File: src/verilog/AesDecPkg.sv
`default_nettype none

package AesDecPkg;

	typedef logic [7:0]   byteT;     // one state byte
	typedef logic [31:0]  wordT;     // bus word or state column
	typedef logic [127:0] blockT;    // byte 0 sits in bits 127:120
	typedef logic [3:0]   roundIdxT; // round key index 0..10
	typedef logic [5:0]   wbAdrT;    // word address

	typedef enum logic {
		SeqIdle,
		SeqRound
	} seqStateT;

	localparam int NumRounds = 10;

	// word addresses on the bus
	localparam wbAdrT AdrKeyBase = 6'd0;  // key r word w at 4*r+w
	localparam wbAdrT AdrDataIn  = 6'd44; // ciphertext words 44..47
	localparam wbAdrT AdrCtrl    = 6'd48; // bit 0 starts
	localparam wbAdrT AdrStatus  = 6'd49; // bit 0 busy, bit 1 done
	localparam wbAdrT AdrDataOut = 6'd50; // plaintext words 50..53

endpackage

`default_nettype wire

File: src/verilog/AesDecRegs.sv
`timescale 1ns/1ns
`default_nettype none

module AesDecRegs import AesDecPkg::*; (
	input  wire           clk,
	input  wire           rst,
	input  wire           cyc,
	input  wire           stb,
	input  wire           we,
	input  wire wbAdrT    adr,
	input  wire wordT     datIn,
	output wordT          datOut,
	output logic          ack,
	input  wire roundIdxT keyIdx,
	output blockT         keyOut,
	output blockT         cipherIn,
	output logic          start,
	input  wire           busy,
	input  wire           resultValid,
	input  wire blockT    result
);

	wordT  keyMem [0:4 * (NumRounds + 1) - 1]; // 44 key words
	wordT  inWords [0:3];
	wordT  outWords [0:3];
	logic  served;  // acked, waiting for stb to drop
	logic  newReq;
	logic  wrEn;
	logic  startReq;
	logic  done;
	wbAdrT dataOfs;
	wbAdrT outOfs;
	wbAdrT keyBase;

	assign newReq = cyc && stb && !served;
	assign wrEn = newReq && we && !busy; // writes ignored while running
	assign startReq = wrEn && adr == AdrCtrl && datIn[0];
	assign dataOfs = adr - AdrDataIn;
	assign outOfs = adr - AdrDataOut;

	always_ff @(posedge clk) begin
		if (rst) begin
			ack <= 1'b0;
			served <= 1'b0;
		end else begin
			ack <= newReq; // single cycle ack
			if (newReq) begin
				served <= 1'b1;
			end else if (!(cyc && stb)) begin
				served <= 1'b0;
			end
		end
	end

	always_ff @(posedge clk) begin
		if (rst) begin
			start <= 1'b0;
			done <= 1'b0;
		end else begin
			start <= startReq;
			if (startReq) begin
				done <= 1'b0;
			end else if (resultValid) begin
				done <= 1'b1;
			end
		end
	end

	always_ff @(posedge clk) begin
		if (wrEn && adr < AdrDataIn) begin
			keyMem[adr - AdrKeyBase] <= datIn;
		end
		if (wrEn && adr >= AdrDataIn && adr < AdrCtrl) begin
			inWords[dataOfs[1:0]] <= datIn;
		end
		if (resultValid) begin
			for (int w = 0; w < 4; w++) begin
				outWords[w] <= result[127 - 32 * w -: 32];
			end
		end
	end

	// read data captured with the request, valid during ack
	always_ff @(posedge clk) begin
		if (newReq) begin
			if (adr < AdrDataIn) begin
				datOut <= keyMem[adr - AdrKeyBase];
			end else if (adr < AdrCtrl) begin
				datOut <= inWords[dataOfs[1:0]];
			end else if (adr == AdrStatus) begin
				datOut <= {30'd0, done, busy};
			end else if (adr >= AdrDataOut && adr < AdrDataOut + 6'd4) begin
				datOut <= outWords[outOfs[1:0]];
			end else begin
				datOut <= '0; // ctrl strobe and unmapped space
			end
		end
	end

	assign keyBase = {keyIdx, 2'b00};
	assign keyOut = {keyMem[keyBase], keyMem[keyBase + 6'd1],
		keyMem[keyBase + 6'd2], keyMem[keyBase + 6'd3]};
	assign cipherIn = {inWords[0], inWords[1], inWords[2], inWords[3]};

	ackSingle: assert property (@(posedge clk) disable iff (rst) ack |=> !ack)
		else $error("ack held for two cycles");

endmodule

`default_nettype wire

File: config.mk
export PLATFORM = sky130hd
export DESIGN_NAME = AesDecRegs
export DESIGN_NICKNAME = d
export VERILOG_FILES = /design/src/verilog/AesDecPkg.sv /design/src/verilog/AesDecRegs.sv
export SDC_FILE = /design/constraint.sdc
export NUM_CORES = 2
export LEC_CHECK = 0
export BUFFER_PORTS_ARGS = -buffer_cell sky130_fd_sc_hd__buf_4
export CAP_MARGIN = 20
export CORE_ASPECT_RATIO = 1.4
export CORE_MARGIN = 2
export CORE_UTILIZATION = 60
export DETAILED_ROUTE_END_ITERATION = 16
export PLACE_DENSITY = 0.77
export SLEW_MARGIN = 20
export SYNTH_ARGS = -nofsm -noshare
export SYNTH_HDL_FRONTEND = slang
export SYNTH_SLANG_ARGS = --single-unit
export TNS_END_PERCENT = 100
File: constraint.sdc
create_clock -name clk -period 9.1 [get_ports clk]
set_input_delay 0.91 -clock clk [delete_from_list [all_inputs] [get_ports clk]]
set_output_delay 0.91 -clock clk [all_outputs]
set_load 0.01 [all_outputs]
; ---- Word level (Yosys, flattened, before mapping)
; Memory sizes are Yosys's and may differ from the RTL's.
; Cells that the tools add are included.
[word_totals]
regBits = 36
ram_bits = 1664
in_bits = 177
output_inout_bits = 290
wordCells = 46
memories = 3
[memory_table]
columns = memory, words, width, rd, rd_clocked_by_memory_dff, write_ports, line_no
row1 = keyMem, 44, 32, 5, 0, 1, AesDecRegs.sv:23  ; wordT keyMem [0:4 * (NumRounds + 1) - 1];
row2 = inWords, 4, 32, 5, 0, 1, AesDecRegs.sv:24  ; wordT inWords [0:3];
row3 = outWords, 4, 32, 1, 0, 4, AesDecRegs.sv:25  ; wordT outWords [0:3];
[classes]
addsub = 5
magnitude_cmp = 5
n_eq_ne = 3
muxes = 12
n_reduce_logical = 13
[op_table]
columns = operator, count
row1 = $mux 32, 4
row2 = $lt 6x6->1 const B, 3
row3 = $add 6x2->6 const B, 2
row4 = $eq 6x6->1 const B, 2
row5 = $ge 6x6->1 const B, 2
row6 = $logic_and 1x1->1, 10
row7 = $mux 1, 8
row8 = $add 6x1->6 const B, 1
row9 = $logic_not 1->1, 2
row10 = $ne 2x2->1 const B, 1
row11 = $reduce_or 2->1, 1
row12 = $sub 2x1->2 const B, 1
row13 = $sub 2x2->2 const B, 1

; ---- Depth between registers and ports, before layout
[logic_depth]
depth_word = 8
depth_mapped = 10
ltp_nobuf = 5

; ---- Worst setup path after synthesis
; OpenSTA, ideal clock, no wires.
[synth_path]
path_kind = input port to flip-flop
from = in adr[0]
to = mem inWords[1][0] in the netlist's numbering, enable pin
setup_time_ns = 0.468
t_arrival_ns = 4.209
t_required_ns = 8.632
setup_slack_ns = 4.423
stages = 6
path_buffers = 5
path_cell_list = buf_6 > buf_6 > buf_4 > buf_4 > buf_2 > nor3b_1
[synth_between]
elab_chain_cells = 5
elab_cells_between_ends = 7
cone_classes = add/sub: 1 / order compare: 2 / mux: 2 / reduce/logical: 2
[synth_rtl]
columns = item, line_no
row1 = "start, declared", AesDecRegs.sv:10  ; input wire wbAdrT adr,
row2 = $ge 6x6->1, AesDecRegs.sv:73  ; if (wrEn && adr >= AdrDataIn && adr < AdrCtrl) begin
row3 = $logic_and 1x1->1 (2 in a row), AesDecRegs.sv:73
row4 = $mux 1, AesDecRegs.sv:73
row5 = $mux 1 (implied by the code), AesDecRegs.sv:74  ; inWords[dataOfs[1:0]] <= datIn;
row6 = "end, declared", AesDecRegs.sv:24
; Several ways; a longest one is shown, not always the timed one.

; ---- Worst setup path in the final report
[layout_path]
from = in keyIdx[0]
to = out keyOut[24]
[layout_between]
elab_chain_cells = 2
[layout_rtl]
columns = item, line_no
row1 = "start, declared", AesDecRegs.sv:14  ; input wire roundIdxT keyIdx,
row2 = $add 6x2->6, AesDecRegs.sv:102  ; keyMem[keyBase + 6'd2], keyMem[keyBase + 6'd3]};
row3 = $mem_v2 44x32, --
row4 = "end, declared", AesDecRegs.sv:15  ; output blockT keyOut,
; Every way passes these cells.

==> out/qor.csv <==
stage;metric;value;unit
finish;Area growth, synth to finish;13.89;%
logic_synthesis;#FFs+latches synth;1700;
global_route;first-pass GRT wire length;357.8;mm
setup_path;WP data required;8.19;ns
power;internal power;0.01293;W
logic_synthesis;Syn Area/Cell;20.14;µm²
power;Reg power frac;52.2;%
setup_path;Crit path top cell by count;mux4_2;
finish;design area;86160;µm²
sta;RSZ-0062 raised after global routing;false;
min_path;Hold WC Path Type;in2reg;
sta;Hold Vio Cnt, Final;0;
floorplanning;die height;424.1;µm
sta;fin crit share;53.90;%
floorplanning;IO Count;467;
logic_synthesis;mux share of post-synthesis cell area;25.62;%
sta;Slew HR;23.60;%
power;sw power;0.003751;W
floorplanning;Die Wd;304.1;µm
logic_synthesis;largest family of logic cells by synthesized area;multiplexers;
clock_network;worst-skew pair later-pin latency;0.82;ns
setup_path;Reg2Reg Depth;6;
sta;Least-Margin Pin Slew;1.143;ns
power;Leak;28.03;nW
sta;Slew Limit Fails;0;
outcome;status;finished, final reports clean;
logic_synthesis;Netlist cell types;54;
power;Net Sw Frac;22.48;%
drt;DRT Wirelength;258.7;mm
floorplanning;Starting Density;60.31;%
drt;DR pass1 iterations;8;
finish;Final nets;4379;
placed_design;DP Area;81030;µm²
finish;share of post-route cells with drive strength above 1;41.05;%
clock_network;post-CTS setup buffers;0;
clock_network;CTS tree;yes;
sta;final setup vio count;0;
logic_synthesis;Post-synth ARST share;0;%
placed_design;GPL Wtd Cong;0.9683;
clock_network;Root Buffer;clkbuf_16;
logic_synthesis;syn nets;3933;
floorplanning;Die Area;129000;µm²
setup_path;Worst Setup Start Kind;input port;
setup_path;Worst EP arrival;3.99;ns
power;VDD IR max;0.2432;mV
setup_path;crit path max fanout;126;
logic_synthesis;Synth Instances;3756;
setup_path;Worst R2R End;keyMem[15][8];
min_path;Hold EP;outWords[2][30];
setup_path;Setup Crit Path Kind;in2out;
clock_network;htree depth;4;
logic_synthesis;Synth Area in XOR/XNOR;0.01158;%
placed_design;hpwl dp;163.7;mm
drt;1st-iter DRT viols;7322;
logic_synthesis;synthesized area;75650;µm²
logic_synthesis;Compound-Gate Fraction of Synth Area;3.506;%
drt;Routed Antenna Nets;0;
logic_synthesis;EDFF count, synth;1696;
global_route;Total GRT Usage;40.59;%
sta;worst clock skew;0.03160;ns
setup_path;CP peak stage delay;0.76;ns
placed_design;Buffers on Ports;466;
drt;Vias;45470;
logic_synthesis;yosys warns;0;
setup_path;R2R Path Start;served;
sta;fmax;203.9;MHz
setup_path;critical-path cell list;buf_8, buf_12, mux4_2, mux4_2, buf_4;
power;Clock power frac;39.7;%
setup_path;CP max stage cell;buf_12;
drt;final routed DRC violation total;0;
logic_synthesis;Primary FF master, synth;edfxtp_1;
clock_network;clock slew at reported path FFs;0.06;ns
global_route;largest net degree at the start of global routing;156;
sta;min Tclk post-route;4.905;ns
drt;via density per instance;7.613;
clock_network;cts hold-fix bufs;0;
power;pwr dens;193.7;nW/µm²
min_path;Hold Crit Start;result[62];
floorplanning;Cell Rows;154;
clock_network;Inserted Clock Buffers;160;
min_path;Hold Crit Depth;1;
global_route;initial antenna violation count;16;
drt;routed len/inst;43.32;µm
clock_network;Max Buffers Root-to-Sink;3;
floorplanning;area of the core;125400;µm²
clock_network;Sink Count;1700;
logic_synthesis;adder-cell share of the synthesized area;0;%
logic_synthesis;post-synthesis simple-gate area fraction;1.465;%
setup_path;type of element capturing the critical path;primary output;
power;power share of the combinational group;8.1;%
run;Max-cap violations;0;
global_route;number of global-route vias before repair;46380;
sta;TNS Setup;0;ns
clock_network;post-CTS sizing;0;
logic_synthesis;share of the yosys chip area belonging to registers;67.43;%
setup_path;reg2reg setup slack;5.59;ns
global_route;Overflow after GRT;0;
## routing by layer
| layer | vias up | routed length, µm | global-route usage (%) |
|---|---|---|---|
| met5 | - | 126 | 0 |
| met4 | 20 | 26890 | 34.54 |
| met3 | 1128 | 33380 | 10.88 |
| met2 | 4179 | 121800 | 63.44 |
| met1 | 23110 | 76550 | 47.18 |
| li1 | 17040 | - | - |
## cell type report
cell class / instances / area [µm²]
Sequential cell: 1700 / 51010
Fill cell: 7692 / 39280
Multi-Input combinational cell: 1770 / 23590
Timing Repair Buffer: 567 / 4404
Clock buffer: 193 / 4274
Tap cell: 1638 / 2049
Clock inverter: 93 / 804.5
Antenna cell: 9 / 22.52
Inverter: 3 / 11.26
## cells by family (layout without fill, tap and decap cells)
kind of cell,Yosys count,in the layout
mux,1123,1123
compound gates,403,403
other cells,0,9
flops,1700,1700
buf+inv,286,856
simple gates,243,243
xor+xnor,1,1
## through the flow
| step | hold WS [ns] | setup slack [ns] | utilization, % | std cells | power, W |
|---|---|---|---|---|---|
| 3_3_place_gp | 0.5127 | 4.057 | 64.58 | 5676 | 0.01017 |
| 4_1_cts | 0.2291 | 4.286 | 68.65 | 5963 | 0.01667 |
| 3_5_place_dp | 0.5419 | 4.111 | 64.60 | 5677 | 0.01019 |
| 5_1_grt | 0.2484 | 4.131 | 68.67 | 5966 | 0.01702 |
| 2_1_floorplan | 0.4219 | 4.423 | - | 3756 | 0.009595 |
| 6_report | 0.2641 | 4.195 | 68.69 | 5973 | 0.01669 |
## worst max-delay path, delay by kind of cell
family                 cells  cell delay, ns
buffers and inverters      3            1.51
muxes                      2            1.27
## sequential cells by signal, indices dropped and copies added (netlist names)
register / count
inWords: 128
start: 1
keyMem: 1408
outWords: 128
ack: 1
done: 1
served: 1
datOut: 32
## cells in the mapped netlist (2+ instances only)
master     instances  share of area (%)
edfxtp_1        1696                 67
mux4_2           621                 18
mux2_2           296                4.4
mux2i_1          206                2.7
a21oi_1          144               0.95
o22ai_1          119               0.98
buf_2            102               0.67
nand2_1           95               0.47
clkbuf_1          90               0.45
nor2_1            57               0.28
buf_4             43               0.43
buf_1             33               0.16
nor3_1            33               0.22
a221oi_1          30               0.35
o221ai_1          29               0.34
a41oi_1           27               0.31
nand2b_1          22               0.18
o311ai_0          17               0.20
buf_6             13               0.19
o211ai_1          12               0.12
nor2b_1            7              0.058
nand3_1            5              0.033
and2_1             4              0.033
dfxtp_1            4               0.11
nor3b_1            4              0.040
o21ai_0            4              0.026
a211oi_1           3              0.030
a31oi_1            3              0.025
nand4_1            3              0.025
or3_1              3              0.025
a2111oi_0          2              0.023
a221o_1            2              0.026
a22oi_1            2              0.020
and3_1             2              0.017
buf_12             2              0.053
nand3b_1           2              0.020
o2111ai_1          2              0.023
## layout by cell type, fill, tap and decap left out, types with 28 or more instances in the layout
master	instances
a21oi_1	144
nand2_1	92
edfxtp_1	1696
nor3_1	32
buf_4	553
nor2_4	49
mux2_2	296
o22ai_1	119
mux2i_1	206
a221oi_1	30
mux4_2	621
clkinv_2	28
o221ai_1	29
clkinv_1	39
clkbuf_16	165
## worst max path at each step
stage / from / end / slack [ns] / cells after the start
final: keyIdx[0] / keyOut[24] / 4.20 / 5
after global routing: keyIdx[0] / keyOut[24] / 4.13 / 5
after CTS: keyIdx[0] / keyOut[24] / 4.29 / 5
after detailed placement: adr[1] / datOut[19] / 4.11 / 8
after global placement: adr[1] / datOut[19] / 4.06 / 8
after floorplan: adr[0] / inWords[1][0] / 4.42 / 6
## power groups by stage
stage / Clock (W) / Combinational (W) / Sequential, W
2_1_floorplan: 0 / 0.000733 / 0.00886
3_3_place_gp: 0 / 0.00131 / 0.00887
3_5_place_dp: 0 / 0.00132 / 0.00887
4_1_cts: 0.00664 / 0.00133 / 0.00870
5_1_grt: 0.00694 / 0.00138 / 0.00870
6_report: 0.00663 / 0.00135 / 0.00870
No activity file was read; power rests on OpenSTA's default activity.
