--- src/verilog/AesDecPkg.sv ---
`default_nettype none

package AesDecPkg;

	typedef logic [7:0]   byteT;     // one state byte
	typedef logic [31:0]  wordT;     // bus word or state column
	typedef logic [127:0] blockT;    // byte 0 sits in bits 127:120
	typedef logic [3:0]   roundIdxT; // round key index 0..10
	typedef logic [5:0]   wbAdrT;    // word address

	typedef enum logic {
		SeqIdle,
		SeqRound
	} seqStateT;

	localparam int NumRounds = 10;

	// word addresses on the bus
	localparam wbAdrT AdrKeyBase = 6'd0;  // key r word w at 4*r+w
	localparam wbAdrT AdrDataIn  = 6'd44; // ciphertext words 44..47
	localparam wbAdrT AdrCtrl    = 6'd48; // bit 0 starts
	localparam wbAdrT AdrStatus  = 6'd49; // bit 0 busy, bit 1 done
	localparam wbAdrT AdrDataOut = 6'd50; // plaintext words 50..53

endpackage

`default_nettype wire

--- src/verilog/AesDecSequencer.sv ---
`timescale 1ns/1ns
`default_nettype none

module AesDecSequencer import AesDecPkg::*; (
	input  wire        clk,
	input  wire        rst,
	input  wire        start,
	input  wire blockT cipherIn,
	input  wire blockT roundKey,
	input  wire blockT roundOut,
	output roundIdxT   keyIdx,
	output blockT      roundIn,
	output logic       finalRound,
	output logic       busy,
	output logic       resultValid,
	output blockT      result
);

	seqStateT seqState;
	blockT    stateReg; // working state between rounds

	always_ff @(posedge clk) begin
		if (rst) begin
			seqState <= SeqIdle;
			keyIdx <= roundIdxT'(NumRounds);
		end else begin
			case (seqState)
			SeqIdle: begin
				if (start) begin
					seqState <= SeqRound;
					keyIdx <= roundIdxT'(NumRounds - 1);
				end
			end
			SeqRound: begin
				if (keyIdx == 4'd0) begin
					seqState <= SeqIdle;
					keyIdx <= roundIdxT'(NumRounds); // park on key 10 for next whitening
				end else begin
					keyIdx <= keyIdx - 4'd1;
				end
			end
			default: seqState <= SeqIdle;
			endcase
		end
	end

	always_ff @(posedge clk) begin
		if (seqState == SeqIdle && start) begin
			stateReg <= cipherIn ^ roundKey; // initial AddRoundKey with key 10
		end else if (seqState == SeqRound) begin
			stateReg <= roundOut;
		end
	end

	assign roundIn = stateReg;
	assign busy = seqState == SeqRound;
	assign finalRound = keyIdx == 4'd0;
	assign resultValid = busy && finalRound; // last busy cycle
	assign result = roundOut;

	busyLength: assert property (@(posedge clk) disable iff (rst)
		$rose(busy) |-> busy [*NumRounds] ##1 !busy)
		else $error("busy did not last exactly NumRounds cycles");

	noStartWhileBusy: assert property (@(posedge clk) disable iff (rst) busy |-> !start)
		else $error("start seen while busy");

endmodule

`default_nettype wire

--- config.mk ---
export PLATFORM = sky130hd
export DESIGN_NAME = AesDecSequencer
export DESIGN_NICKNAME = d
export VERILOG_FILES = /design/src/verilog/AesDecPkg.sv /design/src/verilog/AesDecSequencer.sv
export SDC_FILE = /design/constraint.sdc
export NUM_CORES = 1
export LEC_CHECK = 0
export BUFFER_PORTS_ARGS = -buffer_cell sky130_fd_sc_hd__clkbuf_2
export CAP_MARGIN = 20
export CORE_AREA = 2 2 254 256
export DETAILED_ROUTE_END_ITERATION = 8
export DIE_AREA = 0 0 256 258
export GPL_ROUTABILITY_DRIVEN = 0
export GPL_TIMING_DRIVEN = 0
export MAX_ROUTING_LAYER = met4
export PLACE_DENSITY_LB_ADDON = 0.05
export SYNTH_ARGS = -nofsm -noshare
export SYNTH_HDL_FRONTEND = slang
export SYNTH_SLANG_ARGS = --single-unit
--- constraint.sdc ---
create_clock -name clk -period 4.2 [get_ports clk]
set_clock_uncertainty 0.2 [all_clocks]
set_input_delay 0.42 -clock clk [delete_from_list [all_inputs] [get_ports clk]]
set_output_delay 0.42 -clock clk [all_outputs]
set_load 0.01 [all_outputs]
==> Yosys cells after proc, flatten, opt, wreduce, memory -nomap -nowiden <==
Index checks and enable logic that the tools add are counted.
{ "classes": {"mux": 8, "eq_ne": 1, "addsub": 1, "n_reduce_logical": 4, "bitwise_logic": 2} }
{ "op_table": {"columns": ["op", "n"], "rows": [
  ["$mux W128", 2],
  ["$xor A128 B128 Y128", 1],
  ["$mux W4", 2],
  ["$pmux W4 S2", 1],
  ["$logic_not A4 Y1", 1],
  ["$sub A4 B1 Y4 const B", 1],
  ["$logic_and A1 B1 Y1", 2],
  ["$mux W1", 2],
  ["$ne A2 B2 Y1 const B", 1],
  ["$pmux W1 S2", 1],
  ["$reduce_bool A2 Y1", 1],
  ["$not A1 Y1", 1]
]} }
{ "totals": {"reg_bits": 133, "input_bits": 387, "output_inout_bits": 263} }

==> Logic depth before layout (Yosys ltp) <==
Gate-level depths: netlist (run 1).
{ "depth": {"word_depth": 3, "ltp_mapped": 7, "depth_no_buf": 5} }

==> Least setup slack after synthesis (run 1) <==
Ideal clock, no wire load.
{ "synth_path": {"kind": "register -> register", "from": "register seqState (netlist: busy)", "to": "register stateReg[0] (netlist: roundIn[0]) (enable)", "path_slack_ps": 389, "t_arrival_ps": 3129, "synth_period_minus_slack_ps": 3811, "required_time_ps": 3519, "n_path_buf": 1, "path_stages_with_launch": 4, "path_cell_list": "dfxtp_1 -> buf_2 -> nor2_1 -> inv_1"} }
{ "synth_between": {"elab_chain_len": 3} }
{ "synth_rtl": {"columns": ["element", "line", "rtl"], "rows": [
  ["start, declared", "AesDecSequencer.sv:19", "seqStateT seqState;"],
  ["start signal, assigned", "AesDecSequencer.sv:24", "seqState <= SeqIdle;"],
  ["start signal, assigned", "AesDecSequencer.sv:30", "seqState <= SeqRound;"],
  ["start signal, assigned", "AesDecSequencer.sv:36", "seqState <= SeqIdle;"],
  ["$not A1 Y1", null, null],
  ["$logic_and A1 B1 Y1", "AesDecSequencer.sv:48", "if (seqState == SeqIdle && start) begin"],
  ["$reduce_bool A2 Y1 (no line) *", null, null],
  ["end signal, assigned", "AesDecSequencer.sv:49", "stateReg <= cipherIn ^ roundKey;"],
  ["end signal, assigned", "AesDecSequencer.sv:51", "stateReg <= roundOut;"],
  ["end, declared", "AesDecSequencer.sv:20", "blockT stateReg;"]
]} }
Mark *: on every way between the ends. The rest lies on a longest branch, timed or not.
A chain may end at the register's enable or synchronous reset.

==> Worst setup path after layout (run 1) <==
{ "layout_path": {"from": "register keyIdx[0]", "to": "output resultValid"} }
{ "layout_between": {"elab_chain_len": 2} }
{ "layout_rtl": {"columns": ["element", "line", "rtl"], "rows": [
  ["start, declared", "AesDecSequencer.sv:11", "output roundIdxT keyIdx,"],
  ["start signal, assigned", "AesDecSequencer.sv:25", "keyIdx <= roundIdxT'(NumRounds);"],
  ["start signal, assigned", "AesDecSequencer.sv:31", "keyIdx <= roundIdxT'(NumRounds - 1);"],
  ["start signal, assigned", "AesDecSequencer.sv:37", "keyIdx <= roundIdxT'(NumRounds);"],
  ["$logic_not A4 Y1", "AesDecSequencer.sv:57", "assign finalRound = keyIdx == 4'd0;"],
  ["$logic_and A1 B1 Y1", "AesDecSequencer.sv:58", "assign resultValid = busy && finalRound;"],
  ["end, declared", "AesDecSequencer.sv:15", "output logic resultValid,"]
]} }
Every way passes these cells.

==> flow_metrics.env, run 1 <==
export IMPL_r2r_slack_ns=2.03
export IMPL_drive_above_1_share_pct=59.3
export IMPL_crit_path_max_incr_delay_ns=0.48
export IMPL_max_slew_margin_pct=55.2
export IMPL_cts_buffers=17
export IMPL_track_usage_pct=11.5
export IMPL_final_common_cell="clkbuf_2"
export IMPL_drc_errors=0
export IMPL_synth_mux_area_share_pct=0
export IMPL_synth_seq_area_share_pct=52.7
export IMPL_synth_compound_area_share_pct=9.21
export IMPL_ff2ff_path_depth=4
export IMPL_place_inst=2204
export IMPL_overflow=0
export IMPL_whs_endpoint="roundIn[111]"
export IMPL_die_h_um=258
export IMPL_clkSinkCount=133
export IMPL_post_cts_buffers=0
export IMPL_rows=93
export IMPL_coreArea_sq_um=63600
export IMPL_layout_common_cells="clkbuf_2 (649), xnor2_1 (128), nand2_1 (128), buf_4 (128), edfxtp_1 (128)"
export IMPL_clk_path_buf_depth=2
export IMPL_drtIter0Drc=174
export IMPL_rr_startpoint="busy"
export IMPL_place_hpwl_mm=31.8
export IMPL_ys_ff_latch=133
export IMPL_worstPathArrival_ns=1.90
export IMPL_setup_worst_path_end_class="output port"
export IMPL_syn_inst=699
export IMPL_multiInputGateArea_sq_um=2390
export IMPL_startpoint_type="flip-flop"
export IMPL_setup_viol=0
export IMPL_syn2layout_area_growth_pct=66.3
export IMPL_grt_pass1_vias=7604
export IMPL_worstHoldStart="roundOut[111]"
export IMPL_place_area_sq_um=11800
export IMPL_cp_required_ns=3.58
export IMPL_yosys_area_share_adder_pct=0.334
export IMPL_rsz0062_at_grt="no"
export IMPL_finalCriticalPeriod_ns=2.52
export IMPL_fill_cells=7214
export IMPL_cts_resized=0
export IMPL_whs_path_depth=3
export IMPL_period_share_pct=60.1
export IMPL_tightest_slew_ns=0.672
export IMPL_yosysUniqueCellTypes=26
export IMPL_instances_no_fill=2242
export IMPL_insertion_delay_ns=0.46
export IMPL_slew_violations=0
export IMPL_final_hold_violation_count=0
export IMPL_seq_area_sq_um=3940
export IMPL_io_pins=650
export IMPL_syn_area_per_cell_sq_um=10.7
export IMPL_rr_endpoint="roundIn[83]"
export IMPL_vdd_ir_drop_worst_mv=0.296
export IMPL_antenna_found_initial=0
export IMPL_hold_class="input pin to flip-flop"
export IMPL_crit_type="flip-flop to output port"
export IMPL_grt_first_pass_wirelength_mm=51.9
export IMPL_htree_levels=4
export IMPL_dieArea_sq_um=66000
export IMPL_p_per_area_nw_per_um2=337
export IMPL_die_x_um=256
export IMPL_status="finished clean"
export IMPL_grt_max_degree=67
export IMPL_vias=7304
export IMPL_cp_startpoint="keyIdx[0]"
export IMPL_cts_tree="done"
export IMPL_fin_area_sq_um=12500
export IMPL_tns_ns=0
export IMPL_wirelength_mm=37.4
export IMPL_clkSlewWorstSetupHoldPaths_ns=0.06
export IMPL_syn_nets=1088
export IMPL_postCtsHoldBufs=7
export IMPL_ant_nets=0
export IMPL_firstDrtPassIters=4
export IMPL_fin_nets=1764
export IMPL_p_total_mw=4.19
export IMPL_yosys_warnings=0
export IMPL_netlist_area_sq_um=7490
export IMPL_io_buffers=649
export IMPL_start_util_pct=11.8
export IMPL_crit_path_cell_trace="inv_1 > ha_1 > nor3b_1 > and2_1 > clkbuf_2"
export IMPL_fmax_ghz=0.396
export IMPL_synth_xor_xnor_area_share_pct=15.0
export IMPL_wl_per_cell_um=16.7
export IMPL_antennaDiodeCount=0
export IMPL_synthSimpleGateAreaFrac_pct=7.45
export IMPL_ctsRootBufferMaster="clkbuf_16"
export IMPL_vias_per_cell=3.26
export IMPL_synth_top_family_by_area="buffers and inverters"
export IMPL_cpMaxStageDelayCell="nor3b_1"
export IMPL_crit_fanout=5
export IMPL_max_cap_viol_count=0
export IMPL_p_leak_nw=5.92
## state kept, by name (all words and copies together), names as in the netlist
register,flops
busy,1
keyIdx,4
roundIn,128
## worst max path at each step
| stage | cells past startpoint | to | slack (ns) |
|---|---|---|---|
| final | 5 | resultValid | 1.68 |
| after detailed placement | 7 | roundIn[6] | 1.77 |
| after global placement | 3 | roundIn[81] | -1.59 |
| after CTS | 5 | resultValid | 1.58 |
| after global routing | 5 | resultValid | 1.50 |
| after floorplan | 3 | roundIn[0] | 0.39 |
## logic make-up after synthesis
| family | Yosys count |
|---|---|
| buf+inv | 161 |
| simple gates | 139 |
| compound gates | 136 |
| flops | 133 |
| xor+xnor | 128 |
| fa+ha+maj | 2 |
## through the flow
stage | setup WS [ns] | util (%) | hold WS [ns]
final | 1.68 | 19.6 | 0.0636
after global routing | 1.50 | 19.6 | 0.0304
after CTS | 1.58 | 19.6 | 0.00144
after detailed placement | 1.77 | 18.6 | 0.330
after global placement | -1.59 | 18.5 | 0.333
after floorplan | 0.389 | - | 0.289
## layout make-up
| class | instances | share of cell area [%] |
|---|---|---|
| Buffer | 157 | 9.11 |
| Sequential cell | 133 | 31.7 |
| Inverter | 4 | 0.161 |
| Clock buffer | 19 | 3.48 |
| Timing Repair Buffer | 657 | 26.9 |
| Tap cell | 855 | 8.59 |
| Multi-Input combinational cell | 405 | 19.2 |
| Clock inverter | 12 | 0.914 |
## power by group
part           leakage [nW]  switching [mW]  internal [mW]
Combinational          4.31           0.572          0.483
Sequential             1.35          0.0365           1.63
Clock                 0.263           0.611          0.856
Total                  5.92            1.22           2.97
## cells in the mapped netlist (all sizes together)
master	instances	area share, %
a21o	1	0.10
a21oi	3	0.20
a31oi	1	0.084
and2	1	0.084
buf	145	15
clkbuf	12	0.60
dfxtp	5	1.3
edfxtp	128	51
ha	2	0.33
inv	4	0.20
nand2	128	6.4
nand2b	1	0.12
nand4bb	1	0.15
nor2	1	0.050
nor2b	1	0.084
nor3	3	0.20
nor3b	1	0.10
o21ai	129	8.6
o21bai	1	0.10
o31ai	1	0.10
or3b	1	0.12
or4b	1	0.13
xnor2	128	15
## critical path: cells and delay by family (launching register included)
kind | cells | cell delay (ns)
AND/OR/NAND/NOR | 2 | 0.73
flip-flops | 1 | 0.34
buffers and inverters | 2 | 0.23
adder cells (fa/ha/maj) | 1 | 0.13
## layer usage
metal,vias up,routed length [um],track usage (%)
li1,3598,-,-
met1,3342,13900,11.5
met2,342,20500,21.1
met3,22,2500,3.72
met4,0,471,3.44
met5,-,0,-
Note: power is estimated with default switching activity, not from simulation.
==> run 2: changes to the inputs <==
==> constraint.sdc (replaced) <==
create_clock -name clk -period 2.35 [get_ports clk]
set_clock_uncertainty 0.2 [all_clocks]
set_input_delay 0.235 -clock clk [delete_from_list [all_inputs] [get_ports clk]]
set_output_delay 0.235 -clock clk [all_outputs]
set_load 0.01 [all_outputs]
==> flow_metrics.env, run 2 (synthesis results as in run 1) <==
export IMPL_coreArea_sq_um=63600
export IMPL_tns_ns=0
export IMPL_p_leak_nw=7.43
export IMPL_crit_fanout=5
export IMPL_p_sw_mw=2.37
export IMPL_vias_per_cell=3.34
export IMPL_grt_pass1_vias=9244
export IMPL_wl_per_cell_um=15.6
export IMPL_ant_nets=0
export IMPL_place_inst=2207
export IMPL_combPwrFrac_pct=29.8
export IMPL_rr_endpoint="keyIdx[0]"
export IMPL_cp_startpoint="keyIdx[0]"
export IMPL_max_slew_margin_pct=60.5
export IMPL_crit_path_cell_trace="inv_1 > ha_1 > nor3b_2 > or3b_2 > a21oi_1 > dlygate4sd3_1"
export IMPL_ctsRootBufferMaster="clkbuf_16"
export IMPL_startpoint_type="flip-flop"
export IMPL_crit_path_max_incr_delay_ns=0.55
export IMPL_start_util_pct=11.8
export IMPL_clk_path_buf_depth=2
export IMPL_place_hpwl_mm=33.1
export IMPL_vdd_ir_drop_worst_mv=0.534
export IMPL_htree_levels=4
export IMPL_fmax_ghz=0.447
export IMPL_clkSlewWorstSetupHoldPaths_ns=0.06
export IMPL_rr_startpoint="keyIdx[0]"
export IMPL_clkPwrFrac_pct=34.7
export IMPL_place_ws_ns=0.0465
export IMPL_final_hold_violation_count=0
export IMPL_drtIter0Drc=221
export IMPL_slew_violations=0
export IMPL_grt_first_pass_wirelength_mm=58.5
export IMPL_grt_max_degree=35
export IMPL_ff2ff_path_depth=6
export IMPL_syn2layout_area_growth_pct=115
export IMPL_cts_buffers=17
export IMPL_tightest_slew_ns=0.592
export IMPL_p_int_mw=6.05
export IMPL_vias=8681
export IMPL_cp_required_ns=2.57
export IMPL_p_total_mw=8.42
export IMPL_largest_reg_flops=128
export IMPL_antenna_found_initial=0
export IMPL_rows=93
export IMPL_endpoint="keyIdx[0]"
export IMPL_firstDrtPassIters=6
export IMPL_io_buffers=649
export IMPL_instances_no_fill=2596
export IMPL_switching_share_pct=28.2
export IMPL_setup_worst_path_end_class="flip-flop"
export IMPL_finalCriticalPeriod_ns=2.24
export IMPL_fin_nets=2117
export IMPL_crit_type="flip-flop to flip-flop"
export IMPL_worst_slack_ns=0.114
export IMPL_die_h_um=258
export IMPL_status="finished clean"
export IMPL_worstPathArrival_ns=2.45
export IMPL_track_usage_pct=12.6
export IMPL_antennaDiodeCount=0
export IMPL_insertion_delay_ns=0.47
export IMPL_setup_viol=0
export IMPL_layout_common_cells="clkbuf_2 (650), dlygate4sd3_1 (357)"
export IMPL_overflow=0
export IMPL_io_pins=650
export IMPL_cp_depth=6
export IMPL_period_share_pct=95.1
export IMPL_final_common_cell="clkbuf_2"
export IMPL_drive_above_1_share_pct=47.8
export IMPL_p_per_area_nw_per_um2=523
export IMPL_power_frac_seq_pct=35.5
export IMPL_post_cts_buffers=0
export IMPL_rsz0062_at_grt="no"
export IMPL_cts_tree="done"
export IMPL_crit_buf_inv=2
export IMPL_max_cap_viol_count=0
export IMPL_drc_errors=0
export IMPL_cpMaxStageDelayCell="dlygate4sd3_1"
export IMPL_die_x_um=256
export IMPL_clkSinkCount=133
export IMPL_dieArea_sq_um=66000
export IMPL_hold_class="input pin to flip-flop"
export IMPL_fill_cells=7013
export IMPL_wirelength_mm=40.5
export IMPL_critPathTopFamily="simple AND/OR/NAND/NOR gates"
export IMPL_r2r_slack_ns=0.11
[run 2: repair_timing]
item | CTS | global route
hold buffers | 357 | 0
gates resized for setup | 1 | 2
pin swaps | 0 | 0
endpoints found under the setup margin | 2 | 1
hold endpoints to repair | 132 | 0
[run 2: how the worst min path moves through the flow]
| stage | from | endpoint | cells after the start |
|---|---|---|---|
| 6_report | cipherIn[36] | roundIn[36] | 3 |
| 5_1_grt | cipherIn[58] | roundIn[58] | 3 |
| 4_1_cts | cipherIn[31] | roundIn[31] | 3 |
| 3_5_place_dp | rst | keyIdx[0] | 2 |
| 3_3_place_gp | rst | keyIdx[0] | 2 |
| 2_1_floorplan | rst | keyIdx[0] | 1 |
[run 2: per-stage QoR]
stage	cell area (sq um)	hold WS [ns]	utilization, %
detailed placement	11900	0.301	18.7
global placement	11800	0.303	18.6
finish	16100	0.0227	25.3
CTS	16100	0.000135	25.3
floorplan	7510	0.104	-
global route	16100	0.0125	25.3
[run 2: tightest hold or removal path, cell delays in order]
cell and delay [ns]:
clkbuf_2 0.09, xnor2_1 0.06, o21ai_0 0.19
[run 2: power groups by stage]
| stage | Clock, mW | Sequential [mW] | Combinational (mW) |
|---|---|---|---|
| 3_5_place_dp | 0 | 3.04 | 1.98 |
| 3_3_place_gp | 0 | 3.06 | 1.97 |
| 4_1_cts | 3.09 | 2.99 | 2.59 |
| 6_report | 2.92 | 2.98 | 2.51 |
| 5_1_grt | 3.15 | 3.01 | 2.75 |
| 2_1_floorplan | 0 | 3.18 | 0.703 |
[run 2: cell type report]
| cell class | instances | area [sq um] | area share [%] |
|---|---|---|---|
| repair buffers | 1010 | 6900 | 42.9 |
| plain buffers | 157 | 1140 | 7.10 |
| inverters | 4 | 18.8 | 0.117 |
| clock inverters | 15 | 186 | 1.16 |
| multi-input cells | 405 | 2410 | 14.9 |
| well taps | 855 | 1070 | 6.65 |
| flip-flops and latches | 133 | 3950 | 24.5 |
| clock buffers | 17 | 425 | 2.64 |
[run 2: metal layers]
| layer | routed length [um] | vias up | track usage [%] | part of all wire, % |
|---|---|---|---|---|
| met5 | 0 | - | - | 0 |
| met4 | 544 | 0 | 4.14 | 1.3 |
| met3 | 2550 | 27 | 3.63 | 6.3 |
| met2 | 22500 | 332 | 23.6 | 55 |
| met1 | 15000 | 4011 | 12.5 | 37 |
| li1 | - | 4311 | - | - |
==> run 3: changes to the inputs <==
--- a/config.mk
+++ b/config.mk
@@ -5,11 +5,12 @@
 export SDC_FILE = /design/constraint.sdc
 export NUM_CORES = 1
 export LEC_CHECK = 0
+export ABC_AREA = 1
 export BUFFER_PORTS_ARGS = -buffer_cell sky130_fd_sc_hd__clkbuf_2
 export CAP_MARGIN = 20
-export CORE_AREA = 2 2 254 256
+export CORE_AREA = 2 2 251 253
 export DETAILED_ROUTE_END_ITERATION = 8
-export DIE_AREA = 0 0 256 258
+export DIE_AREA = 0 0 253 255
 export GPL_ROUTABILITY_DRIVEN = 0
 export GPL_TIMING_DRIVEN = 0
 export MAX_ROUTING_LAYER = met4
==> constraint.sdc (replaced) <==
create_clock -name clk -period 2.5 [get_ports clk]
set_clock_uncertainty 0.2 [all_clocks]
set_input_delay 0.25 -clock clk [delete_from_list [all_inputs] [get_ports clk]]
set_output_delay 0.25 -clock clk [all_outputs]
set_load 0.01 [all_outputs]
==> flow_metrics.env, run 3 <==
export IMPL_crit_path_max_incr_delay_ns=0.56
export IMPL_p_sw_mw=2.31
export IMPL_setup_viol=0
export IMPL_p_int_mw=5.44
export IMPL_crit_path_cell_trace="inv_2 > nand2_4 > buf_12 > buf_12 > buf_12 > nand2_2 > o21ai_2 > dlygate4sd3_1"
export IMPL_yosys_warnings=0
export IMPL_clk_path_buf_depth=2
export IMPL_place_hpwl_mm=30.8
export IMPL_crit_type="flip-flop to flip-flop"
export IMPL_ant_nets=0
export IMPL_layout_common_cells="clkbuf_2 (658), dlygate4sd3_1 (280), xnor2_1 (128), buf_4 (128), edfxtp_1 (128)"
export IMPL_finalCriticalPeriod_ns=2.33
export IMPL_max_slew_margin_pct=61.1
export IMPL_place_area_sq_um=12300
export IMPL_yosys_most_used_dff="edfxtp_1"
export IMPL_rows=92
export IMPL_vias=8342
export IMPL_period_share_pct=93.3
export IMPL_fin_nets=2048
export IMPL_p_leak_nw=7.29
export IMPL_clkPwrFrac_pct=31.2
export IMPL_ys_ff_latch=133
export IMPL_grt_pass1_vias=8394
export IMPL_switching_share_pct=29.8
export IMPL_fin_area_sq_um=15600
export IMPL_final_common_cell="clkbuf_2"
export IMPL_dieArea_sq_um=64500
export IMPL_die_h_um=255
export IMPL_syn_nets=1099
export IMPL_vdd_ir_drop_worst_mv=0.491
export IMPL_cts_tree="done"
export IMPL_synth_edf_count=128
export IMPL_track_usage_pct=11.8
export IMPL_io_pins=650
export IMPL_netlist_top_cells_count="buf_4 (128), edfxtp_1 (128), xnor2_1 (128), nand2_1 (90), o21ai_1 (63)"
export IMPL_utilization_pct=25.1
export IMPL_synthArstFlopShare_pct=0
export IMPL_post_cts_buffers=0
export IMPL_start_util_pct=12.8
export IMPL_drc_errors=0
export IMPL_wirelength_mm=38.3
export IMPL_crit_fanout=10
export IMPL_startpoint_type="flip-flop"
export IMPL_status="finished clean"
export IMPL_grt_first_pass_wirelength_mm=52.5
export IMPL_fmax_ghz=0.429
export IMPL_wl_per_cell_um=15.5
export IMPL_power_frac_seq_pct=36.6
export IMPL_worstPathArrival_ns=2.35
export IMPL_netlist_area_sq_um=7980
export IMPL_largest_reg_flops=128
export IMPL_cts_buffers=17
export IMPL_cp_required_ns=2.52
export IMPL_syn_inst=710
export IMPL_antenna_found_initial=0
export IMPL_syn2layout_area_growth_pct=95.4
export IMPL_grt_max_degree=72
export IMPL_crit_buf_inv=5
export IMPL_tightest_slew_ns=0.583
export IMPL_clkSinkCount=133
export IMPL_tns_ns=0
export IMPL_setup_worst_path_end_class="flip-flop"
export IMPL_drtIter0Drc=226
export IMPL_drive_above_1_share_pct=55.7
export IMPL_combPwrFrac_pct=32.1
export IMPL_yosys_top_cells_area="edfxtp_1 (48%), xnor2_1 (14%), buf_4 (12%), o21ai_2 (5.5%), nand2_1 (4.2%)"
export IMPL_synth_seq_area_share_pct=49.4
export IMPL_cpMostUsedCell="buf_12"
export IMPL_firstDrtPassIters=4
export IMPL_overflow=0
export IMPL_ctsRootBufferMaster="clkbuf_16"
export IMPL_syn_area_per_cell_sq_um=11.2
export IMPL_clkSlewWorstSetupHoldPaths_ns=0.07
export IMPL_final_hold_violation_count=0
export IMPL_yosysUniqueCellTypes=23
export IMPL_p_per_area_nw_per_um2=496
export IMPL_max_cap_viol_count=0
export IMPL_synthDominantCellAreaShare_pct=48.2
export IMPL_synth_largest_area_cell="edfxtp_1"
export IMPL_insertion_delay_ns=0.46
export IMPL_htree_levels=4
export IMPL_critPathTopFamily="buffers and inverters"
export IMPL_slew_violations=0
export IMPL_coreArea_sq_um=62200
export IMPL_rsz0062_at_grt="no"
export IMPL_die_x_um=253
export IMPL_io_buffers=649
export IMPL_hold_class="input pin to flip-flop"
export IMPL_vias_per_cell=3.38
export IMPL_antennaDiodeCount=0
export IMPL_cpMaxStageDelayCell="dlygate4sd3_1"
-- run 3: cell types whose count changed after synthesis, sizes merged, moves of 3 or more --
| cell | delta |
|---|---|
| nand2 | +11 |
| nand3 | +5 |
| nor3 | -3 |
| inv | +7 |
-- run 3: path summary, 6_finish.rpt --
| kind | from | to | slack, ns | depth (start not counted) |
|---|---|---|---|---|
| worst min-delay path | cipherIn[0] | roundIn[0] | 0.02 | 3 |
| worst min register to register | busy | keyIdx[0] | 0.34 | 2 |
| worst max-delay path | busy | roundIn[26] | 0.17 | 8 |
| worst max register to register | busy | roundIn[26] | 0.17 | 8 |
-- run 3: power groups by stage --
stage | sequential (mW) | clock, mW | combinational (mW)
global route | 2.86 | 2.62 | 2.73
floorplan | 3.02 | 0 | 0.849
global placement | 2.89 | 0 | 2.09
detailed placement | 2.88 | 0 | 2.07
CTS | 2.84 | 2.58 | 2.57
finish | 2.83 | 2.42 | 2.49
-- run 3: cell families after synthesis --
family / Yosys count / share of synthesized area [%]
flops: 133 / 49.4
buf+inv: 167 / 16.9
xor+xnor: 128 / 14.0
simple gates: 147 / 8.62
fa+ha+maj: 2 / 0.313
compound gates: 133 / 10.7
-- run 3: metal layers --
| layer | GRT usage, % | vias up | part of all wire (%) |
|---|---|---|---|
| met5 | - | - | 0 |
| met4 | 2.89 | 0 | 0.71 |
| met3 | 4.35 | 17 | 8.0 |
| met2 | 21.4 | 358 | 53 |
| met1 | 12.1 | 3781 | 38 |
| li1 | - | 4186 | - |
-- run 3: area by class of cell --
cell class | instances | area (sq um)
tap | 799 | 1000
clock buffer | 19 | 433
multi-input combinational | 410 | 2710
fill | 6830 | 46600
timing repair buffer | 930 | 6080
sequential | 133 | 3950
inverter | 11 | 41.3
clock inverter | 11 | 88.8
buffer | 156 | 1310
-- run 3: what timing repair did --
| action | CTS | global route |
|---|---|---|
| resized for setup | 0 | 1 |
| hold buffers | 280 | 0 |
| hold endpoints to repair | 133 | 0 |
| endpoints found under the setup margin | 0 | 35 |
-- run 3: metrics by stage --
step                      total power, mW  setup slack, ns  hold WS, ns  std cells
final                                7.74            0.167       0.0171       2469
after global routing                 8.22          0.00609       0.0211       2469
after CTS                            7.99           0.0192     0.000802       2469
after detailed placement             4.95            0.415        0.298       2159
after global placement               4.98           -0.448        0.297       2158
after floorplan                      3.87            0.370        0.119        710
-- run 3: worst reg2reg max path: cells and delay by family (launching register included) --
kind / cells / cell delay (ns)
flops: 1 / 0.35
buf+inv: 5 / 1.27
compound gates: 1 / 0.05
simple gates: 2 / 0.23
